--- src/scdPkg.sv ---
`default_nettype none

package scdPkg;

  localparam int scadWidth = 10;
  localparam int magicWidth = 9;
  localparam int arWidth = 36;

  localparam int funcWidth = 3;
  localparam int scadaSelWidth = 3;
  localparam int scadbSelWidth = 2;
  localparam int scmWidth = 2;
  localparam int feModeWidth = 2;
  localparam int aluSelWidth = 4;

  // SCAD function field
  localparam logic [funcWidth-1:0] fnA = 3'd0;
  localparam logic [funcWidth-1:0] fnAmBm1 = 3'd1;
  localparam logic [funcWidth-1:0] fnApB = 3'd2;
  localparam logic [funcWidth-1:0] fnAm1 = 3'd3;
  localparam logic [funcWidth-1:0] fnAp1 = 3'd4;
  localparam logic [funcWidth-1:0] fnAmB = 3'd5;
  localparam logic [funcWidth-1:0] fnOr = 3'd6;
  localparam logic [funcWidth-1:0] fnAnd = 3'd7;

  // Top bit of the SCADA field disables the selector
  localparam logic [scadaSelWidth-1:0] scadaFe = 3'd0;
  localparam logic [scadaSelWidth-1:0] scadaPos = 3'd1;
  localparam logic [scadaSelWidth-1:0] scadaExp = 3'd2;
  localparam logic [scadaSelWidth-1:0] scadaMagic = 3'd3;

  localparam logic [scadbSelWidth-1:0] scadbSc = 2'd0;
  localparam logic [scadbSelWidth-1:0] scadbSize = 2'd1;
  localparam logic [scadbSelWidth-1:0] scadbArLeft = 2'd2;
  localparam logic [scadbSelWidth-1:0] scadbMagic = 2'd3;

  localparam logic [scmWidth-1:0] scmHold = 2'd0;
  localparam logic [scmWidth-1:0] scmFe = 2'd1;
  localparam logic [scmWidth-1:0] scmScad = 2'd2;
  localparam logic [scmWidth-1:0] scmAr = 2'd3;

  localparam logic [feModeWidth-1:0] feModeHold = 2'd0;
  localparam logic [feModeWidth-1:0] feModeLoad = 2'd1;
  localparam logic [feModeWidth-1:0] feModeShift = 2'd2;

  // Adder slice select lines, S8 S4 S2 S1
  localparam logic [aluSelWidth-1:0] selPassA = 4'b0000;
  localparam logic [aluSelWidth-1:0] selNotB = 4'b1001;
  localparam logic [aluSelWidth-1:0] selPlusB = 4'b0110;
  localparam logic [aluSelWidth-1:0] selMinus1 = 4'b0111;
  localparam logic [aluSelWidth-1:0] selOr = 4'b0100;
  localparam logic [aluSelWidth-1:0] selAnd = 4'b1110;

  // Magic field, bit 0 is the top bit
  typedef union packed {
    logic [0:magicWidth-1] value;
    struct packed {
      logic ovSet;
      logic clrUser;
      logic fpdSet;
      logic trap2Unused;
      logic loadFlagsSel;
      logic fxuSet;
      logic divChkSet;
      logic kernelKeep;
      logic spare;
    } flags;
  } magicT;

endpackage

`default_nettype wire
--- src/scdCore.sv ---
`timescale 1ns/1ps
`default_nettype none

module scdCore (
  input  logic                             clk,
  input  logic                             rst,
  input  logic [scdPkg::funcWidth-1:0]     scadFunc,
  input  logic [scdPkg::scadaSelWidth-1:0] scadaSel,
  input  logic [scdPkg::scadbSelWidth-1:0] scadbSel,
  input  logic                             scSel,
  input  logic                             scmAlt,
  input  logic                             feLoad,
  input  logic                             condFeShrt,
  input  logic                             condAdFlags,
  input  logic                             condPcfMagic,
  input  logic                             condArExp,
  input  logic                             specFlagCtl,
  input  logic                             specClrFpd,
  input  logic                             piCycle,
  input  scdPkg::magicT                    magic,
  input  logic [0:scdPkg::arWidth-1]       ar,
  input  logic                             adOverflow,
  input  logic                             adCry0,
  input  logic                             adCry1,
  output logic [0:scdPkg::scadWidth-1]     scad,
  output logic                             scadZero,
  output logic [0:scdPkg::scadWidth-1]     fe,
  output logic [0:scdPkg::scadWidth-1]     sc,
  output logic                             scGe36,
  output logic                             sc36To63,
  output logic                             ov,
  output logic                             cry0,
  output logic                             cry1,
  output logic                             fov,
  output logic                             fxu,
  output logic                             divChk,
  output logic                             fpd
);

  logic [scdPkg::aluSelWidth-1:0]   aluSel;
  logic                             carryIn;
  logic                             aluMode;
  logic [scdPkg::scadaSelWidth-1:0] scadaSrc;
  logic [scdPkg::scadbSelWidth-1:0] scadbSrc;
  logic [scdPkg::feModeWidth-1:0]   feMode;
  logic [scdPkg::scmWidth-1:0]      scSrc;
  logic                             setAdFlags;
  logic                             pcfMagic;
  logic                             expTest;
  logic                             loadFlags;
  logic                             clrFpd;
  logic                             scadSign;

  scdDecode uDecode (
    .scadFunc(scadFunc), .scadaSel(scadaSel), .scadbSel(scadbSel),
    .scSel(scSel), .scmAlt(scmAlt), .feLoad(feLoad), .condFeShrt(condFeShrt),
    .condAdFlags(condAdFlags), .condPcfMagic(condPcfMagic), .condArExp(condArExp),
    .specFlagCtl(specFlagCtl), .specClrFpd(specClrFpd), .piCycle(piCycle),
    .magic(magic), .aluSel(aluSel), .carryIn(carryIn), .aluMode(aluMode),
    .scadaSrc(scadaSrc), .scadbSrc(scadbSrc), .feMode(feMode), .scSrc(scSrc),
    .setAdFlags(setAdFlags), .pcfMagic(pcfMagic), .expTest(expTest),
    .loadFlags(loadFlags), .clrFpd(clrFpd)
  );

  scadAlu uAlu (
    .aluSel(aluSel), .carryIn(carryIn), .aluMode(aluMode),
    .scadaSel(scadaSrc), .scadbSel(scadbSrc), .ar(ar), .magic(magic),
    .fe(fe), .sc(sc), .scad(scad), .scadSign(scadSign), .scadZero(scadZero)
  );

  scdRegs uRegs (
    .clk(clk), .rst(rst), .feMode(feMode), .scSrc(scSrc), .scad(scad), .ar(ar),
    .fe(fe), .sc(sc), .scGe36(scGe36), .sc36To63(sc36To63)
  );

  pcFlags uFlags (
    .clk(clk), .rst(rst), .setAdFlags(setAdFlags), .pcfMagic(pcfMagic),
    .expTest(expTest), .loadFlags(loadFlags), .clrFpd(clrFpd),
    .adOverflow(adOverflow), .adCry0(adCry0), .adCry1(adCry1),
    .scad(scad), .scadSign(scadSign), .ar(ar), .magic(magic),
    .ov(ov), .cry0(cry0), .cry1(cry1), .fov(fov), .fxu(fxu),
    .divChk(divChk), .fpd(fpd)
  );

endmodule

`default_nettype wire

--- src/pcFlags.sv ---
`timescale 1ns/1ps
`default_nettype none

module pcFlags (
  input  logic                         clk,
  input  logic                         rst,
  input  logic                         setAdFlags,
  input  logic                         pcfMagic,
  input  logic                         expTest,
  input  logic                         loadFlags,
  input  logic                         clrFpd,
  input  logic                         adOverflow,
  input  logic                         adCry0,
  input  logic                         adCry1,
  input  logic [0:scdPkg::scadWidth-1] scad,
  input  logic                         scadSign,
  input  logic [0:scdPkg::arWidth-1]   ar,
  input  scdPkg::magicT                magic,
  output logic                         ov,
  output logic                         cry0,
  output logic                         cry1,
  output logic                         fov,
  output logic                         fxu,
  output logic                         divChk,
  output logic                         fpd
);

  logic expOvSet;
  logic magicOvSet;
  logic ovSet;
  logic cry0Set;
  logic cry1Set;
  logic fovSet;
  logic fxuSet;
  logic divChkSet;
  logic fpdSet;

  // Exponent overflow shows in SCAD bit 1
  assign expOvSet = expTest & scad[1];
  assign magicOvSet = pcfMagic & magic.flags.ovSet;

  assign ovSet = (setAdFlags & adOverflow) | expOvSet | magicOvSet;
  assign cry0Set = setAdFlags & adCry0;
  assign cry1Set = setAdFlags & adCry1;
  assign fovSet = expOvSet | magicOvSet;
  assign fxuSet = (expTest & scadSign) | (pcfMagic & magic.flags.fxuSet);
  assign divChkSet = pcfMagic & magic.flags.divChkSet;
  assign fpdSet = pcfMagic & magic.flags.fpdSet;

  always_ff @(posedge clk) begin
    if (rst) begin
      ov <= 1'b0;
      cry0 <= 1'b0;
      cry1 <= 1'b0;
      fov <= 1'b0;
      fxu <= 1'b0;
      divChk <= 1'b0;
      fpd <= 1'b0;
    end else if (loadFlags) begin
      // PC word flag layout
      ov <= ar[0];
      cry0 <= ar[1];
      cry1 <= ar[2];
      fov <= ar[3];
      fxu <= ar[11];
      divChk <= ar[12];
      fpd <= ar[4];
    end else begin
      ov <= ov | ovSet;
      cry0 <= cry0 | cry0Set;
      cry1 <= cry1 | cry1Set;
      fov <= fov | fovSet;
      fxu <= fxu | fxuSet;
      divChk <= divChk | divChkSet;
      // Set beats clear in the same cycle
      fpd <= fpdSet | (fpd & ~clrFpd);
    end
  end

endmodule

`default_nettype wire

--- src/scdRegs.sv ---
`timescale 1ns/1ps
`default_nettype none

module scdRegs (
  input  logic                           clk,
  input  logic                           rst,
  input  logic [scdPkg::feModeWidth-1:0] feMode,
  input  logic [scdPkg::scmWidth-1:0]    scSrc,
  input  logic [0:scdPkg::scadWidth-1]   scad,
  input  logic [0:scdPkg::arWidth-1]     ar,
  output logic [0:scdPkg::scadWidth-1]   fe,
  output logic [0:scdPkg::scadWidth-1]   sc,
  output logic                           scGe36,
  output logic                           sc36To63
);

  logic [0:scdPkg::scadWidth-1] arLow;

  assign arLow = ar[scdPkg::arWidth-scdPkg::scadWidth:scdPkg::arWidth-1];

  // FE shifts right with sign fill
  always_ff @(posedge clk) begin
    if (rst) begin
      fe <= '0;
    end else begin
      case (feMode)
        scdPkg::feModeLoad: begin
          fe <= scad;
        end
        scdPkg::feModeShift: begin
          fe <= {fe[0], fe[0:scdPkg::scadWidth-2]};
        end
        default: begin
          fe <= fe;
        end
      endcase
    end
  end

  always_ff @(posedge clk) begin
    if (rst) begin
      sc <= '0;
    end else begin
      case (scSrc)
        scdPkg::scmFe: begin
          sc <= fe;
        end
        scdPkg::scmScad: begin
          sc <= scad;
        end
        scdPkg::scmAr: begin
          sc <= arLow;
        end
        default: begin
          sc <= sc;
        end
      endcase
    end
  end

  // Shift count range tests for the shifter
  assign scGe36 = |sc[0:3];
  assign sc36To63 = sc[4] & (|sc[5:7]);

endmodule

`default_nettype wire

--- src/scadAlu.sv ---
`timescale 1ns/1ps
`default_nettype none

module scadAlu (
  input  logic [scdPkg::aluSelWidth-1:0]   aluSel,
  input  logic                             carryIn,
  input  logic                             aluMode,
  input  logic [scdPkg::scadaSelWidth-1:0] scadaSel,
  input  logic [scdPkg::scadbSelWidth-1:0] scadbSel,
  input  logic [0:scdPkg::arWidth-1]       ar,
  input  scdPkg::magicT                    magic,
  input  logic [0:scdPkg::scadWidth-1]     fe,
  input  logic [0:scdPkg::scadWidth-1]     sc,
  output logic [0:scdPkg::scadWidth-1]     scad,
  output logic                             scadSign,
  output logic                             scadZero
);

  logic [0:7]                       expField;
  logic [0:scdPkg::scadWidth-1]     magicExt;
  logic [0:scdPkg::scadWidth-1]     scadA;
  logic [0:scdPkg::scadWidth-1]     scadB;
  logic [4:0]                       lowRes;
  logic [4:0]                       midRes;
  logic [4:0]                       topRes;

  // One 4-bit adder slice, result is {carry out, F}
  function automatic logic [4:0] slice(input logic [3:0] a, input logic [3:0] b,
                                       input logic [3:0] sel, input logic mode,
                                       input logic cin);
    logic [3:0] bTerm;
    logic [4:0] res;
    begin
      bTerm = '0;
      res = '0;
      if (mode) begin
        case (sel)
          scdPkg::selOr:  res = {1'b0, a | b};
          scdPkg::selAnd: res = {1'b0, a & b};
          default:        res = {1'b0, a};
        endcase
      end else begin
        case (sel)
          scdPkg::selNotB:   bTerm = ~b;
          scdPkg::selPlusB:  bTerm = b;
          scdPkg::selMinus1: bTerm = 4'hf;
          default:           bTerm = 4'h0;
        endcase
        res = {1'b0, a} + {1'b0, bTerm} + {4'b0, cin};
      end
      slice = res;
    end
  endfunction

  // Exponent in magnitude form for negative numbers
  assign expField = ar[1:8] ^ {8{ar[0]}};
  assign magicExt = {magic.value[0], magic.value};

  always_comb begin
    scadA = '0;
    if (!scadaSel[scdPkg::scadaSelWidth-1]) begin
      case (scadaSel)
        scdPkg::scadaFe:    scadA = fe;
        scdPkg::scadaPos:   scadA = {4'b0, ar[0:5]};
        scdPkg::scadaExp:   scadA = {2'b0, expField};
        scdPkg::scadaMagic: scadA = magicExt;
        default:            scadA = '0;
      endcase
    end
  end

  always_comb begin
    case (scadbSel)
      scdPkg::scadbSc:     scadB = sc;
      scdPkg::scadbSize:   scadB = {4'b0, ar[6:11]};
      scdPkg::scadbArLeft: scadB = {ar[0], ar[0:8]};
      default:             scadB = magicExt;
    endcase
  end

  // Top slice carries a duplicated sign bit to form SCAD sign
  assign lowRes = slice(scadA[6:9], scadB[6:9], aluSel, aluMode, carryIn);
  assign midRes = slice(scadA[2:5], scadB[2:5], aluSel, aluMode, lowRes[4]);
  assign topRes = slice({1'b0, scadA[0], scadA[0], scadA[1]},
                        {1'b0, scadB[0], scadB[0], scadB[1]},
                        aluSel, aluMode, midRes[4]);

  assign scad = {topRes[1:0], midRes[3:0], lowRes[3:0]};
  assign scadSign = topRes[2];
  assign scadZero = (scad == '0);

endmodule

`default_nettype wire

--- src/scdDecode.sv ---
`timescale 1ns/1ps
`default_nettype none

module scdDecode (
  input  logic [scdPkg::funcWidth-1:0]     scadFunc,
  input  logic [scdPkg::scadaSelWidth-1:0] scadaSel,
  input  logic [scdPkg::scadbSelWidth-1:0] scadbSel,
  input  logic                             scSel,
  input  logic                             scmAlt,
  input  logic                             feLoad,
  input  logic                             condFeShrt,
  input  logic                             condAdFlags,
  input  logic                             condPcfMagic,
  input  logic                             condArExp,
  input  logic                             specFlagCtl,
  input  logic                             specClrFpd,
  input  logic                             piCycle,
  input  scdPkg::magicT                    magic,
  output logic [scdPkg::aluSelWidth-1:0]   aluSel,
  output logic                             carryIn,
  output logic                             aluMode,
  output logic [scdPkg::scadaSelWidth-1:0] scadaSrc,
  output logic [scdPkg::scadbSelWidth-1:0] scadbSrc,
  output logic [scdPkg::feModeWidth-1:0]   feMode,
  output logic [scdPkg::scmWidth-1:0]      scSrc,
  output logic                             setAdFlags,
  output logic                             pcfMagic,
  output logic                             expTest,
  output logic                             loadFlags,
  output logic                             clrFpd
);

  // SCAD function to slice selects, boolean mode only for OR and AND
  always_comb begin
    aluSel = scdPkg::selPassA;
    carryIn = 1'b0;
    aluMode = 1'b0;
    case (scadFunc)
      scdPkg::fnA:     aluSel = scdPkg::selPassA;
      scdPkg::fnAmBm1: aluSel = scdPkg::selNotB;
      scdPkg::fnApB:   aluSel = scdPkg::selPlusB;
      scdPkg::fnAm1:   aluSel = scdPkg::selMinus1;
      scdPkg::fnAp1: begin
        aluSel = scdPkg::selPassA;
        carryIn = 1'b1;
      end
      scdPkg::fnAmB: begin
        aluSel = scdPkg::selNotB;
        carryIn = 1'b1;
      end
      scdPkg::fnOr: begin
        aluSel = scdPkg::selOr;
        aluMode = 1'b1;
      end
      default: begin
        aluSel = scdPkg::selAnd;
        carryIn = 1'b1;
        aluMode = 1'b1;
      end
    endcase
  end

  assign scadaSrc = scadaSel;
  assign scadbSrc = scadbSel;

  // Load wins over shift
  always_comb begin
    if (feLoad) begin
      feMode = scdPkg::feModeLoad;
    end else if (condFeShrt) begin
      feMode = scdPkg::feModeShift;
    end else begin
      feMode = scdPkg::feModeHold;
    end
  end

  assign scSrc = {scSel, scmAlt};

  // No flag updates during a PI cycle
  assign setAdFlags = condAdFlags & ~piCycle;
  assign pcfMagic = condPcfMagic & ~piCycle;
  assign expTest = condArExp & ~piCycle;

  assign loadFlags = specFlagCtl & magic.flags.loadFlagsSel;
  assign clrFpd = specClrFpd;

endmodule

`default_nettype wire

--- config.mk ---
export PLATFORM = sky130hd
export DESIGN_NAME = scdCore
export DESIGN_NICKNAME = d
export VERILOG_FILES = /design/src/scdPkg.sv /design/src/scdCore.sv /design/src/pcFlags.sv /design/src/scdRegs.sv /design/src/scadAlu.sv /design/src/scdDecode.sv
export SDC_FILE = /design/constraint.sdc
export NUM_CORES = 1
export LEC_CHECK = 0
export BUFFER_PORTS_ARGS = -buffer_cell sky130_fd_sc_hd__buf_2
export CAP_MARGIN = 10
export CORE_ASPECT_RATIO = 1.4
export CORE_MARGIN = 3
export CORE_UTILIZATION = 30
export DETAILED_ROUTE_END_ITERATION = 8
export HOLD_SLACK_MARGIN = 0.03
export PLACE_DENSITY = 0.52
export SLEW_MARGIN = 20
export SYNTH_ARGS = -nofsm -noshare
export SYNTH_HDL_FRONTEND = slang
export SYNTH_SLANG_ARGS = --single-unit
--- constraint.sdc ---
create_clock -name clk -period 11.4 [get_ports clk]
set_input_delay 1.14 -clock clk [delete_from_list [all_inputs] [get_ports clk]]
set_output_delay 1.14 -clock clk [all_outputs]
set_load 0.05 [all_outputs]
Word-level counts from Yosys, hierarchy flattened
Cells that the tools add are included.
{"block": "classes", "addsub": 6, "eq_ne": 21, "mux": 28, "bitwise": 39, "n_reduce_logical": 13}
{"cell": "$pmux 10 s3", "count": 2}
{"cell": "$pmux 10 s4", "count": 1}
{"cell": "$pmux 4 s3", "count": 2}
{"cell": "$pmux 10 s2", "count": 1}
{"cell": "$pmux 4 s5", "count": 1}
{"cell": "$pmux 4 s2", "count": 2}
{"cell": "$and 1x1->1", "count": 15}
{"cell": "$eq 3x2->1 const B", "count": 4}
{"cell": "$eq 4x3->1 const B", "count": 3}
{"cell": "$or 1x1->1", "count": 11}
{"cell": "$add 4x4->5", "count": 2}
{"cell": "$add 5x1->5", "count": 2}
{"cell": "$logic_not 10->1", "count": 1}
{"cell": "$mux 10", "count": 1}
{"cell": "$mux 5", "count": 2}
{"cell": "$eq 3x3->1 const B", "count": 3}
{"cell": "$pmux 3 s3", "count": 1}
{"cell": "$and 4x4->4", "count": 2}
{"cell": "$eq 2x2->1 const B", "count": 4}
{"cell": "$eq 4x4->1 const B", "count": 2}
{"cell": "$mux 1", "count": 8}
{"cell": "$mux 4", "count": 2}
{"cell": "$not 4->4", "count": 2}
{"cell": "$or 4x4->4", "count": 2}
{"cell": "22 further kinds", "count": 31}
{"block": "totals", "ff_bits": 27, "in_bits": 68, "out_inout_bits": 40, "elab_cells": 117}

Depth between registers and ports, before layout
{"block": "logic_depth", "depth_word": 18, "mapped_depth": 22, "ltp_nobuf": 21}

Modules after synthesis
From an unflattened synthesis, not the netlist that was laid out.
{"block": "hier_totals", "cells_unflattened": 344, "area_unflattened_um2": 2915.3}
{"mod": "scadAlu", "instances": 1, "cells_each": 193, "area_each_um2": 1450.1, "seq_area_each_um2": 0.0}
{"mod": "scdRegs", "instances": 1, "cells_each": 96, "area_each_um2": 1013.5, "seq_area_each_um2": 400.4}
{"mod": "pcFlags", "instances": 1, "cells_each": 33, "area_each_um2": 309.0, "seq_area_each_um2": 140.1}
{"mod": "scdDecode", "instances": 1, "cells_each": 22, "area_each_um2": 142.6, "seq_area_each_um2": 0.0}

Least setup slack after synthesis
No wires, ideal clock.
{"block": "synth_path", "path_type": "input -> output", "from": "in scadbSel[1] (netlist bit)", "to": "out scadZero", "arrival_ns": 6.697, "t_required_ns": 10.260, "slack_ns": 3.563, "path_stages": 21, "n_path_buf": 1, "cell_sequence": "buf_6 mux4_2 nand2_1 o211ai_1 fa_1 fa_1 nor2b_1 o21a_1 o21ai_0 fa_1 fa_1 nor2b_1 o21ai_0 a21oi_1 fa_1 fa_1 nand2_1 o21ai_1 nor3_1 nor4bb_1 nor4b_2"}
{"block": "synth_via", "elab_chain_len": 13, "word_cells_on_any_way": 32, "classes_between": "add/sub: 6; eq/ne: 2; mux: 13; bitwise: 9; reduce/logical: 2"}
{"item": "start, declared", "line": "scdCore.sv:9", "text": "input logic [scdPkg::scadbSelWidth-1:0] scadbSel,"}
{"item": "$eq 2x2->1 (tied with other cells)", "line": "scadAlu.sv:73", "text": "case (scadbSel)"}
{"item": "$pmux 10 s3 (*)", "line": "scadAlu.sv:73"}
{"item": "$not 4->4", "line": "scadAlu.sv:44", "text": "scdPkg::selNotB: bTerm = ~b;"}
{"item": "$pmux 4 s3", "line": "scadAlu.sv:43", "text": "case (sel)"}
{"item": "$mux 4", "line": "scadAlu.sv:36", "text": "if (mode) begin"}
{"item": "$add 4x4->5", "line": "scadAlu.sv:49", "text": "res = {1'b0, a} + {1'b0, bTerm} + {4'b0, cin};"}
{"item": "$add 5x1->5", "line": "scadAlu.sv:49"}
{"item": "$mux 5", "line": "scadAlu.sv:36"}
{"item": "$add 5x1->5", "line": "scadAlu.sv:49"}
{"item": "$mux 5", "line": "scadAlu.sv:36"}
{"item": "$add 3x1->3", "line": "scadAlu.sv:49"}
{"item": "$mux 3 (*)", "line": "scadAlu.sv:36"}
{"item": "named net scad (one bit)", "line": "scdCore.sv:25", "text": "output logic [0:scdPkg::scadWidth-1] scad,"}
{"item": "$logic_not 10->1 (*)", "line": "scadAlu.sv:90", "text": "assign scadZero = (scad == '0);"}
{"item": "end, declared", "line": "scdCore.sv:26", "text": "output logic scadZero,"}
The timed path passes the listed nets; every way through them passes the cells marked *. The select of a mux whose other input is x is not followed.

Worst setup path in the final report
{"block": "layout_path", "from": "in scadbSel[1] (netlist bit)", "to": "out scadZero"}
{"block": "layout_via", "elab_chain_len": 13, "word_cells_on_any_way": 32, "classes_between": "add/sub: 6; eq/ne: 2; mux: 13; bitwise: 9; reduce/logical: 2"}
{"item": "$eq 2x2->1 (tied with other cells)", "line": "scadAlu.sv:73"}
{"item": "$pmux 10 s3 (*)", "line": "scadAlu.sv:73"}
{"item": "$not 4->4", "line": "scadAlu.sv:44"}
{"item": "$pmux 4 s3", "line": "scadAlu.sv:43"}
{"item": "$mux 4", "line": "scadAlu.sv:36"}
{"item": "$add 4x4->5", "line": "scadAlu.sv:49"}
{"item": "$add 5x1->5", "line": "scadAlu.sv:49"}
{"item": "$mux 5", "line": "scadAlu.sv:36"}
{"item": "$add 5x1->5", "line": "scadAlu.sv:49"}
{"item": "$mux 5", "line": "scadAlu.sv:36"}
{"item": "$add 3x1->3", "line": "scadAlu.sv:49"}
{"item": "$mux 3", "line": "scadAlu.sv:36"}
{"item": "$logic_not 10->1 (*)", "line": "scadAlu.sv:90"}
Mark *: on every way between the ends. The rest lies on a longest branch, timed or not. The select of a mux whose other input is x is not followed.

==> flow_metrics.env <==
export IMPL_placed_cells=492
export IMPL_tightest_slew_ps=663
export IMPL_hold_viol_final=0
export IMPL_p_leak_uw=0.00147
export IMPL_min_period_ps=7770
export IMPL_synth_cells=314
export IMPL_die_x_um=86.2
export IMPL_drtAntennaViolNets=0
export IMPL_io_pins=108
export IMPL_start_util=0.312
export IMPL_required_ps=10260
export IMPL_yosys_area_top_type="dfxtp_1"
export IMPL_cts_buffers_inserted=3
export IMPL_placed_cell_area_um2=3180
export IMPL_gp_congestion=0.896
export IMPL_synth_seq_cells=27
export IMPL_async_flop_share=0
export IMPL_dpl_hpwl_mm=7.58
export IMPL_swShare=0.465
export IMPL_fmax_ghz=0.129
export IMPL_powerDensity_nw_per_um2=127
export IMPL_drv_cap=0
export IMPL_start_kind="input pin"
export IMPL_holdCritStartpoint="uFlags.fov"
export IMPL_rr_startpoint="uRegs.sc[9]"
export IMPL_combinationalPowerShare=0.527
export IMPL_seq_power_share=0.278
export IMPL_p_clk_frac=0.195
export IMPL_fin_cells=496
export IMPL_cts_tree="yes"
export IMPL_cts_root_buf="clkbuf_16"
export IMPL_irDropWorstVdd_mv=0.0707
export IMPL_grt_pass1_wl_mm=14.4
export IMPL_clkTransAtPathRegs_ps=70
export IMPL_core_area_um2=8660
export IMPL_drt_wirelength_per_cell_um=18.3
export IMPL_crit_path_max_incr_delay_ps=580
export IMPL_hp_class="reg2reg"
export IMPL_totalWireLength_mm=9.09
export IMPL_syn_avg_cell_area_um2=8.60
export IMPL_post_drt_via_cell_ratio=5.30
export IMPL_syn_cell_area_um2=2700
export IMPL_die_area_um2=10200
export IMPL_fin_setup_tns_ps=0
export IMPL_grt_usage=0.180
export IMPL_rr_worst_depth=19
export IMPL_synth_yosys_warnings=0
export IMPL_fillCellCount=934
export IMPL_finish_instance_area_um2=3260
export IMPL_synth_top_area_share=0.200
export IMPL_internal_power_uw=222
export IMPL_critPathSlowestCell="mux4_2"
export IMPL_die_height_um=118
export IMPL_period_share=0.682
export IMPL_ctsHoldBuffers=0
export IMPL_post_cts_buffers=0
export IMPL_setup_violations=0
export IMPL_vias=2627
export IMPL_clk_latency_ps=260
export IMPL_grt_pass1_vias=2691
export IMPL_cp_arrival_ps=6630
export IMPL_reg2reg_to="uRegs.sc[0]"
export IMPL_cts_resized=0
export IMPL_first_pass_iters=4
export IMPL_syn_to_final_growth_pct=20.9
export IMPL_grt_start_max_net_pins=28
export IMPL_grt_ovfl_total=0
export IMPL_cp_end_kind="output pin"
export IMPL_antenna_cells=0
export IMPL_antenna_found_initial=0
export IMPL_cts_sinks=27
export IMPL_synth_edf_count=0
export IMPL_cp_cell_sequence="buf_2 > mux4_2 > nand2_1 > o211ai_1 > fa_1 > fa_1 > nor2b_1 > o21a_1 > o21ai_0 > fa_1 > fa_1 > nor2b_1 > o21ai_0 > a21oi_1 > fa_1 > fa_1 > nand2_1 > o21ai_1 > nor3_1 > nor4bb_1 > nor4b_2 > buf_2"
export IMPL_p_sw_uw=193
export IMPL_synth_cell_types=61
export IMPL_row_count=40
export IMPL_remaining_drc_errors=0
export IMPL_slew_violations=0
export IMPL_ff2ff_setup_slack_ps=6130
export IMPL_min_to="uFlags.fov"
export IMPL_run_status="complete, no violations"
export IMPL_rsz0062_at_grt="false"
export IMPL_slew_limit_headroom=0.557
export IMPL_drive_above_1_share=0.353
export IMPL_clock_path_buffers=2
export IMPL_critical_path_class="in2out"
export IMPL_finalClockSkew_ps=5.29
export IMPL_path_max_fanout=11
export IMPL_drtIter0Drc=88
export IMPL_yosysSeqAreaShare=0.200
export IMPL_cp_common_cell="fa_1"
export IMPL_synth_area_leaders="dfxtp_1 (20%), mux4_2 (11%), a21oi_1 (5.2%)"
export IMPL_synth_flop_cell="dfxtp_1"
export IMPL_finalNetCount=472
export IMPL_whs_path_depth=2
export IMPL_synth_nets=394
export IMPL_numPortBuffers=94
export IMPL_cts_htree_levels=1
export IMPL_crit_start="scadbSel[1]"
-- power groups by stage --
stage	Sequential (uW)	Clock [uW]	Combinational, uW
4_1_cts	115	82.7	221
3_5_place_dp	117	0	220
3_3_place_gp	117	0	218
5_1_grt	117	86.2	235
2_1_floorplan	146	0	134
6_report	115	81.0	219
-- cell type report --
type / count / area (um2) / share of cell area
well taps: 105 / 131 / 0.0403
clock inverters: 1 / 5.00 / 0.00153
multi-input cells: 244 / 1960 / 0.600
clock buffers: 3 / 75.1 / 0.0230
repair buffers: 94 / 470 / 0.144
inverters: 22 / 82.6 / 0.0253
flip-flops and latches: 27 / 541 / 0.166
-- kinds of logic (layout without fill, tap and decap cells) --
group,after synthesis,after routing,share of synthesized area
flops,27,27,0.200
simple gates,91,91,0.171
mux,30,30,0.178
fa+ha+maj,16,16,0.0876
compound gates,97,97,0.256
xor+xnor,10,10,0.0325
buf+inv,43,120,0.0746
-- synthesized netlist by cell type (2+ instances only) --
| library cell | number |
|---|---|
| nor2_1 | 30 |
| a21oi_1 | 28 |
| dfxtp_1 | 27 |
| nand2_1 | 18 |
| nor2b_1 | 18 |
| inv_1 | 17 |
| a211oi_1 | 15 |
| mux4_2 | 13 |
| mux2i_1 | 11 |
| clkbuf_1 | 8 |
| o21ai_0 | 8 |
| fa_1 | 6 |
| ha_1 | 6 |
| xnor2_1 | 6 |
| buf_2 | 5 |
| nor3_1 | 5 |
| o211ai_1 | 5 |
| o21ai_1 | 5 |
| a22oi_2 | 4 |
| a31oi_1 | 4 |
| and2_1 | 4 |
| buf_6 | 4 |
| xor2_1 | 4 |
| a21oi_2 | 3 |
| buf_1 | 3 |
| inv_2 | 3 |
| maj3_1 | 3 |
| mux2_4 | 3 |
| nand3_1 | 3 |
| or2_2 | 3 |
| a222oi_1 | 2 |
| a22oi_1 | 2 |
| a311oi_1 | 2 |
| clkinv_1 | 2 |
| mux2_1 | 2 |
| o211a_1 | 2 |
| o21a_1 | 2 |
| o21ai_2 | 2 |
| o22ai_1 | 2 |
| o2bb2ai_2 | 2 |
| o31a_1 | 2 |
-- worst max path at each step --
stage               cells past startpoint       end  slack (ps)
detailed placement                     22  scadZero        3610
global placement                       22  scadZero        3580
finish                                 22  scadZero        3630
floorplan                              21  scadZero        3560
CTS                                    22  scadZero        3560
global route                           22  scadZero        3130
-- worst max-delay path, delay by kind of cell --
family | cells | cell delay, ps
adder cells (fa/ha/maj) | 6 | 2440
AND/OR/NAND/NOR | 7 | 1070
AO/OA/AOI/OAI | 6 | 790
buffers and inverters | 2 | 610
multiplexers | 1 | 580
-- through the flow --
stage | total power (uW) | hold slack [ps] | setup WS (ps) | util
after floorplan | 280 | 669 | 3560 | -
after global placement | 335 | 454 | 3580 | 0.367
after detailed placement | 337 | 450 | 3610 | 0.367
after CTS | 419 | 464 | 3560 | 0.377
after global routing | 439 | 502 | 3130 | 0.377
final | 416 | 473 | 3630 | 0.377
-- flip-flops by register name, summed over array words and instances, names as in the netlist --
name,flops
uRegs.sc,10
uFlags.fxu,1
uFlags.cry1,1
uFlags.cry0,1
uFlags.ov,1
uFlags.fpd,1
uRegs.fe,10
uFlags.fov,1
uFlags.divChk,1
-- cells in the final DEF, fill, tap and decap left out, types with 3 or more instances in the layout --
| master | instances |
|---|---|
| mux4_2 | 13 |
| xor2_1 | 4 |
| dfxtp_1 | 27 |
| a21oi_2 | 3 |
| a211oi_1 | 15 |
| nor3_1 | 5 |
| nor2_1 | 30 |
| a31oi_1 | 4 |
| inv_1 | 17 |
| clkbuf_16 | 3 |
| inv_2 | 3 |
| or2_2 | 3 |
| and2_1 | 4 |
| mux2i_1 | 11 |
| nor2b_1 | 18 |
| o21ai_1 | 5 |
| fa_1 | 6 |
| o211ai_1 | 5 |
| xnor2_1 | 6 |
| buf_2 | 94 |
| o21ai_0 | 8 |
| ha_1 | 6 |
| nand2_1 | 18 |
| a22oi_2 | 4 |
| maj3_1 | 3 |
| nand3_1 | 3 |
| mux2_4 | 3 |
| a21oi_1 | 28 |
-- layer usage --
metal	routed length, um	global-route usage	vias to the layer above
li1	-	-	1302
met1	3780	0.221	1257
met2	4880	0.323	59
met3	260	0.0174	9
met4	167	0.0564	0
met5	0	0	-
No activity file was read; power rests on OpenSTA's default activity.
